<file path="src/dinoPkg.sv">
package dinoPkg;

  typedef logic [7:0] coordT; // screen coordinate, y grows upward
  typedef logic signed [7:0] velT; // pixels per frame
  typedef logic [15:0] scoreT; // obstacles cleared
  typedef logic [7:0] lfsrT; // obstacle generator state

  // dinosaur and physics
  localparam coordT floorY = 8'd151; // resting height
  localparam coordT jumpKick = 8'd10; // lift on the jump frame
  localparam velT jumpVel = 8'sd8; // launch velocity
  localparam velT gravity = 8'sd2; // velocity lost per frame
  localparam coordT dinoX = 8'd20; // left edge
  localparam coordT dinoW = 8'd10;

  // obstacles
  localparam coordT obsW = 8'd8;
  localparam coordT spawnX = 8'd160; // entry point on the right
  localparam coordT scrollStep = 8'd4; // pixels per frame
  localparam logic [2:0] gapFrames = 3'd6; // empty frames between obstacles
  localparam lfsrT lfsrSeed = 8'hA5;
  localparam lfsrT lfsrTaps = 8'hB8; // galois mask, taps 8 6 5 4
  localparam coordT minObsH = 8'd10; // base height, lfsr adds 0 to 15

endpackage

</file>
<file path="src/obstacleIf.sv">
`timescale 1ns/1ps

interface obstacleIf;

  logic active; // obstacle on screen
  dinoPkg::coordT x; // left edge
  dinoPkg::coordT height;
  logic passed; // one cycle, right edge went past the dinosaur

  modport scroller (
    output active, x, height, passed
  );

  modport judge (
    input active, x, height, passed
  );

endinterface

</file>
<file path="src/frameTimer.sv">
`timescale 1ns/1ps

module frameTimer #(
  parameter int unsigned frameDiv = 1000000
) (
  input logic clk,
  input logic nRst,
  input logic gameOver,
  output logic tick
);

  typedef logic [$clog2(frameDiv)-1:0] cntT;

  cntT cnt; // clocks left in the current frame

  always_ff @(posedge clk, negedge nRst) begin
    if (!nRst) begin
      cnt <= cntT'(frameDiv - 1);
      tick <= 1'b0;
    end else if (gameOver) begin
      tick <= 1'b0; // counter frozen, no more frames
    end else if (cnt == '0) begin
      cnt <= cntT'(frameDiv - 1);
      tick <= 1'b1;
    end else begin
      cnt <= cnt - 1'b1;
      tick <= 1'b0;
    end
  end

endmodule

</file>
<file path="src/dinoJump.sv">
`timescale 1ns/1ps

module dinoJump (
  input logic clk,
  input logic nRst,
  input logic tick,
  input logic button,
  output dinoPkg::coordT dinoY
);

  dinoPkg::velT vel;
  dinoPkg::velT nextVel;
  dinoPkg::coordT nextY;
  logic onFloor;
  logic signed [9:0] sumY; // height plus velocity, room for sign

  assign onFloor = (dinoY == dinoPkg::floorY);

  always_comb begin
    nextY = dinoY;
    nextVel = vel;
    sumY = $signed({2'b00, dinoY}) + vel;

    if (tick) begin
      if (onFloor) begin
        if (button) begin // takeoff only from the floor
          nextY = dinoPkg::floorY + dinoPkg::jumpKick;
          nextVel = dinoPkg::jumpVel;
        end
      end else if (sumY <= $signed({2'b00, dinoPkg::floorY})) begin
        nextY = dinoPkg::floorY; // touchdown
        nextVel = '0;
      end else begin
        nextY = sumY[7:0];
        nextVel = vel - dinoPkg::gravity;
      end
    end
  end

  always_ff @(posedge clk, negedge nRst) begin
    if (!nRst) begin
      dinoY <= dinoPkg::floorY;
      vel <= '0;
    end else begin
      dinoY <= nextY;
      vel <= nextVel;
    end
  end

endmodule

</file>
<file path="src/obstacleScroller.sv">
`timescale 1ns/1ps

module obstacleScroller (
  input logic clk,
  input logic nRst,
  input logic tick,
  obstacleIf.scroller obs
);

  typedef enum logic {
    gap,
    moving
  } scrollStateT;

  scrollStateT state;
  logic [2:0] gapCnt; // empty frames seen so far
  dinoPkg::lfsrT lfsr;
  dinoPkg::lfsrT lfsrNext;
  dinoPkg::coordT nextX;
  dinoPkg::coordT oldRight;
  dinoPkg::coordT newRight;
  logic spawnNow;
  logic retireNow;
  logic crossNow; // right edge crosses the dinosaur this frame

  always_comb begin
    lfsrNext = {1'b0, lfsr[7:1]};
    if (lfsr[0]) begin
      lfsrNext = lfsrNext ^ dinoPkg::lfsrTaps;
    end
  end

  assign nextX = obs.x - dinoPkg::scrollStep;
  assign oldRight = obs.x + dinoPkg::obsW;
  assign newRight = nextX + dinoPkg::obsW;

  assign spawnNow = (state == gap) && (gapCnt == dinoPkg::gapFrames - 3'd1);
  assign retireNow = (state == moving) && (obs.x < dinoPkg::scrollStep);
  assign crossNow = (state == moving) && !retireNow
                    && (newRight <= dinoPkg::dinoX) && (oldRight > dinoPkg::dinoX);

  always_ff @(posedge clk, negedge nRst) begin
    if (!nRst) begin
      state <= gap;
      gapCnt <= '0;
      lfsr <= dinoPkg::lfsrSeed;
      obs.active <= 1'b0;
      obs.passed <= 1'b0;
      obs.x <= '0;
      obs.height <= '0;
    end else begin
      obs.passed <= 1'b0; // pulse only
      if (tick) begin
        case (state)
          gap: begin
            if (spawnNow) begin
              gapCnt <= '0;
              obs.x <= dinoPkg::spawnX;
              obs.height <= dinoPkg::minObsH + {4'd0, lfsr[3:0]};
              lfsr <= lfsrNext;
              obs.active <= 1'b1;
              state <= moving;
            end else begin
              gapCnt <= gapCnt + 3'd1;
            end
          end
          moving: begin
            if (retireNow) begin // off the left edge
              obs.active <= 1'b0;
              state <= gap;
            end else begin
              obs.x <= nextX;
              obs.passed <= crossNow;
            end
          end
          default: state <= gap;
        endcase
      end
    end
  end

endmodule

</file>
<file path="src/gameJudge.sv">
`timescale 1ns/1ps

module gameJudge (
  input logic clk,
  input logic nRst,
  input logic tick,
  input dinoPkg::coordT dinoY,
  obstacleIf.judge obs,
  output dinoPkg::scoreT score,
  output logic gameOver
);

  logic tickD; // positions settled one cycle after tick
  logic overlap;
  logic collide;
  dinoPkg::coordT dinoRise; // height above the floor
  dinoPkg::coordT obsRight;

  assign dinoRise = dinoY - dinoPkg::floorY;
  assign obsRight = obs.x + dinoPkg::obsW;

  always_comb begin
    overlap = (obs.x < dinoPkg::dinoX + dinoPkg::dinoW) && (obsRight > dinoPkg::dinoX);
    collide = obs.active && overlap && (dinoRise < obs.height);
  end

  always_ff @(posedge clk, negedge nRst) begin
    if (!nRst) begin
      tickD <= 1'b0;
    end else begin
      tickD <= tick;
    end
  end

  always_ff @(posedge clk, negedge nRst) begin
    if (!nRst) begin
      score <= '0;
      gameOver <= 1'b0;
    end else if (tickD && !gameOver) begin
      if (collide) begin
        gameOver <= 1'b1; // sticky until reset
      end else if (obs.passed) begin
        score <= score + 1'b1;
      end
    end
  end

endmodule

</file>
<file path="src/dinoGameTop.sv">
`timescale 1ns/1ps

module dinoGameTop #(
  parameter int unsigned frameDiv = 1000000
) (
  input logic clk,
  input logic nRst,
  input logic button,
  output logic frameTick,
  output dinoPkg::coordT dinoY,
  output logic obstacleActive,
  output dinoPkg::coordT obstacleX,
  output dinoPkg::coordT obstacleHeight,
  output dinoPkg::scoreT score,
  output logic gameOver
);

  logic tick;

  obstacleIf obsBus ();

  frameTimer #(
    .frameDiv(frameDiv)
  ) timer0 (
    .clk(clk),
    .nRst(nRst),
    .gameOver(gameOver),
    .tick(tick)
  );

  dinoJump jump0 (
    .clk(clk),
    .nRst(nRst),
    .tick(tick),
    .button(button),
    .dinoY(dinoY)
  );

  obstacleScroller scroller0 (
    .clk(clk),
    .nRst(nRst),
    .tick(tick),
    .obs(obsBus.scroller)
  );

  gameJudge judge0 (
    .clk(clk),
    .nRst(nRst),
    .tick(tick),
    .dinoY(dinoY),
    .obs(obsBus.judge),
    .score(score),
    .gameOver(gameOver)
  );

  // renderer side
  assign frameTick = tick;
  assign obstacleActive = obsBus.active;
  assign obstacleX = obsBus.x;
  assign obstacleHeight = obsBus.height;

endmodule

</file>
<file path="config.mk">
export PLATFORM = sky130hd
export DESIGN_NAME = dinoGameTop
export DESIGN_NICKNAME = d
export VERILOG_FILES = /design/src/dinoPkg.sv /design/src/obstacleIf.sv /design/src/frameTimer.sv /design/src/dinoJump.sv /design/src/obstacleScroller.sv /design/src/gameJudge.sv /design/src/dinoGameTop.sv
export SDC_FILE = /design/constraint.sdc
export NUM_CORES = 1
export LEC_CHECK = 0
export BUFFER_PORTS_ARGS = -buffer_cell sky130_fd_sc_hd__buf_4
export CAP_MARGIN = 20
export CORE_ASPECT_RATIO = 2
export CORE_MARGIN = 4
export CORE_UTILIZATION = 29
export CTS_CLUSTER_SIZE = 10
export DETAILED_ROUTE_END_ITERATION = 8
export SYNTH_ARGS = -nofsm -noshare
export SYNTH_HDL_FRONTEND = slang
export SYNTH_HIERARCHICAL = 1
export SYNTH_SLANG_ARGS = --single-unit
</file>
<file path="constraint.sdc">
create_clock -name clk -period 5.85 [get_ports clk]
set_input_delay 0.585 -clock clk [delete_from_list [all_inputs] [get_ports clk]]
set_output_delay 0.585 -clock clk [all_outputs]
set_load 0.02 [all_outputs]
</file>
==> run summary <==
status = completed
P_sw = 228.7 uW
H-Tree Level Count = 3
die extent in x = 100.1 um
pin count of the biggest net entering global routing = 80
combinational power share = 0.020
Seq/Total Area, Yosys = 0.4071
Layout fillers = 1668
Worst Hold Class = in -> async
leakage dissipation = 0.002476 uW
total gr overflow = 0
TritonCTS clock tree = done
global-route wire length before repair = 19290 um
#FFs+latches synth = 79
die area = 19240 um^2
Synth Area in XOR/XNOR = 0.09408
top-count cell post-synth = dfrtp_1
Sequential Area = 2003 um^2
# hold bufs at CTS = 0
startpoint types = flop
WL met1 = 4382 um
simple-gate share of the synthesized area = 0.1848
Initial Util = 0.2950
placed inst area = 5346 um^2
mapped cell area = 4921 um^2
Slowest cell on crit path = dfstp_2
final RePlAce weighted congestion = 0.8798
Port Buffers = 40
final setup vio count = 0
largest family of logic cells by synthesized area = simple AND/OR/NAND/NOR gates
GRT Overall Usage = 0.1242
Yosys top cell by area = dfrtp_1
clock power share = 0.479
top cells by count, synth = dfrtp_1 (58), nand2_1 (53), ha_1 (33)
Worst R2R Setup Slack = 2.99 ns
worst path bufs/invs = 0
Num CTS Buffers = 9
DR pass1 iterations = 6
Final #Nets = 561
RSZ-0062 raised after global routing = false
Mapped Cells = 491
min cycle time layout = 2.856 ns
initial antenna violation count = 0
Routed WL = 11070 um
share of the synthesized area in the top cell type = 0.2949
Cell Chain, Critical Path = and3_1 -> o21a_1 -> nor3_1 -> xnor2_1 -> ha_1 -> a211oi_1 -> and3_1 -> o221ai_4 -> o21ai_2 -> mux2_2
Int Pwr = 862.3 uW
most used cell, CP = and3_1
max-cap violations = 0
Total Negative Setup Slacks = 0 ns
met2 WL = 5944 um
Crit Path Max Fanout = 16
mux share of post-synthesis cell area = 0.006865
root buf cell = clkbuf_16
wire per inst = 15.02 um
Clock Latency Late Sink = 0.33 ns
Max Root-Sink Buffers = 2
number of diodes = 0
1st-iter DRT viols = 77
EDFF count, synth = 0
distinct cell type count after synthesis = 70
Switching Share = 0.2096
Setup Fix Bufs, Post-CTS = 0
crit-path leading delay family = compound AO/OA/AOI/OAI gates
area added between synthesis and finish = 15.03%
worst flop-to-flop path endpoint = judge0/score[1]
final count of hold timing violations = 0
top routing layer used = met4
cts repair resizes = 0
smallest hold slack = 0.07679 ns
area of the multi-input gates = 2671 um^2
Slew @ Worst Pin = 0.8530 ns
die height = 192.2 um
Max VDD drop = 0.0001180 V
row count = 67
share of power burned in registers = 0.502
Main synth FF type = dfrtp_1
Ports = 46
synth top area cells = dfrtp_1 (29%), dfstp_2 (11%), ha_1 (8.4%)
# DRC = 0
CP arrival = 3.07 ns
crit share post-route = 0.4883
Core ar. = 16680 um^2
hpwl dp = 8358 um
Post-synth ARST share = 1.000
Post-Route Skew = 0.007148 ns
Critical R2R Launch = jump0/dinoY[2]
PD cells = 192.7 nW/um^2
Adder-Cell Fraction of Synth Area = 0.08391
Worst Setup End Kind = flop
Max Clock Freq = 0.3501 GHz
met3 WL = 427 um
post-route cell area = 5660 um^2
max-slew violations = 0
vias in the first global route = 3977
Ys Warns = 6
Mapped Avg Cell Area = 10.02 um^2
CP required = 6.06 ns
vias per cell = 5.066
Compound-Gate Fraction of Synth Area = 0.1693
CTS clk-pin slew, worst paths = 0.06 ns
Slew HR = 0.4292
# clock sinks = 79
R2R cell count = 10
critical path class = reg -> reg
CP max stage delay = 0.60 ns
antenna-violating nets left = 0
share of cells above drive strength 1 = 0.1981
routed vias = 3734
-- sequential cells by signal, summed over array words and instances (netlist names) --
name                  flops
judge0/gameOver           1
judge0/score             16
judge0/tickD              1
jump0/dinoY               8
jump0/vel                 7
scroller0/gapCnt          3
scroller0/lfsr            8
scroller0/obs.active      1
scroller0/obs.height      5
scroller0/obs.passed      1
scroller0/obs.x           6
scroller0/state           1
timer0/cnt               20
timer0/tick               1
-- stage by stage --
stage | worst slack, ns | power (uW) | std cells | utilization
global placement | 3.083 | 575.0 | 720 | 0.3205
finish | 2.994 | 1091 | 737 | 0.3393
detailed placement | 2.994 | 575.4 | 720 | 0.3205
floorplan | 3.253 | 565.5 | 495 | -
global route | 2.746 | 1136 | 737 | 0.3393
CTS | 2.978 | 1106 | 736 | 0.3377
-- layout by cell type (no fill, tap or decap), drive strengths merged, types with 15 or more instances in the layout --
cell type / count
dfrtp: 58
dfstp: 21
nand3: 15
buf: 41
a21oi: 18
xnor2: 33
inv: 30
ha: 33
nand2: 53
xor2: 16
o21ai: 29
nor2: 23
-- layer usage --
layer | up-vias | track usage
met3 | 18 | 0.02545
li1 | 1820 | -
met4 | 0 | 0.05397
met1 | 1819 | 0.1380
met5 | - | 0
met2 | 77 | 0.2249
-- how the worst max path moves through the flow --
stage	startpoint	endpoint	slack [ns]	cells past startpoint
finish	jump0/dinoY[2]	judge0/score[1]	2.99	10
global route	jump0/dinoY[2]	judge0/score[15]	2.75	9
CTS	jump0/dinoY[2]	judge0/score[1]	2.98	10
detailed placement	jump0/dinoY[2]	judge0/score[1]	2.99	10
global placement	jump0/dinoY[2]	judge0/score[1]	3.08	10
floorplan	jump0/dinoY[2]	judge0/score[1]	3.25	10
-- power groups by stage --
stage / clock network (uW) / logic [uW] / registers, uW
floorplan: 0 / 8.79 / 557
global placement: 0 / 18.5 / 557
detailed placement: 0 / 18.8 / 557
CTS: 540 / 19.0 / 547
global route: 564 / 25.0 / 547
finish: 522 / 21.3 / 547
-- cell type report --
cell class,count,area share
Timing Repair Buffer,41,0.05791
Inverter,30,0.01989
Multi-Input combinational cell,364,0.4719
Clock buffer,12,0.04531
Tap cell,207,0.04576
Clock inverter,4,0.005305
Sequential cell,79,0.3539
-- cells by family after synthesis --
logic type               count (synthesis)
buffers and inverters                   52
other                                    1
flip-flops                              79
adder cells (fa/ha/maj)                 33
XOR/XNOR                                50
AO/OA/AOI/OAI                          109
multiplexers                             3
AND/OR/NAND/NOR                        164
(Power assumes the default switching activity.)
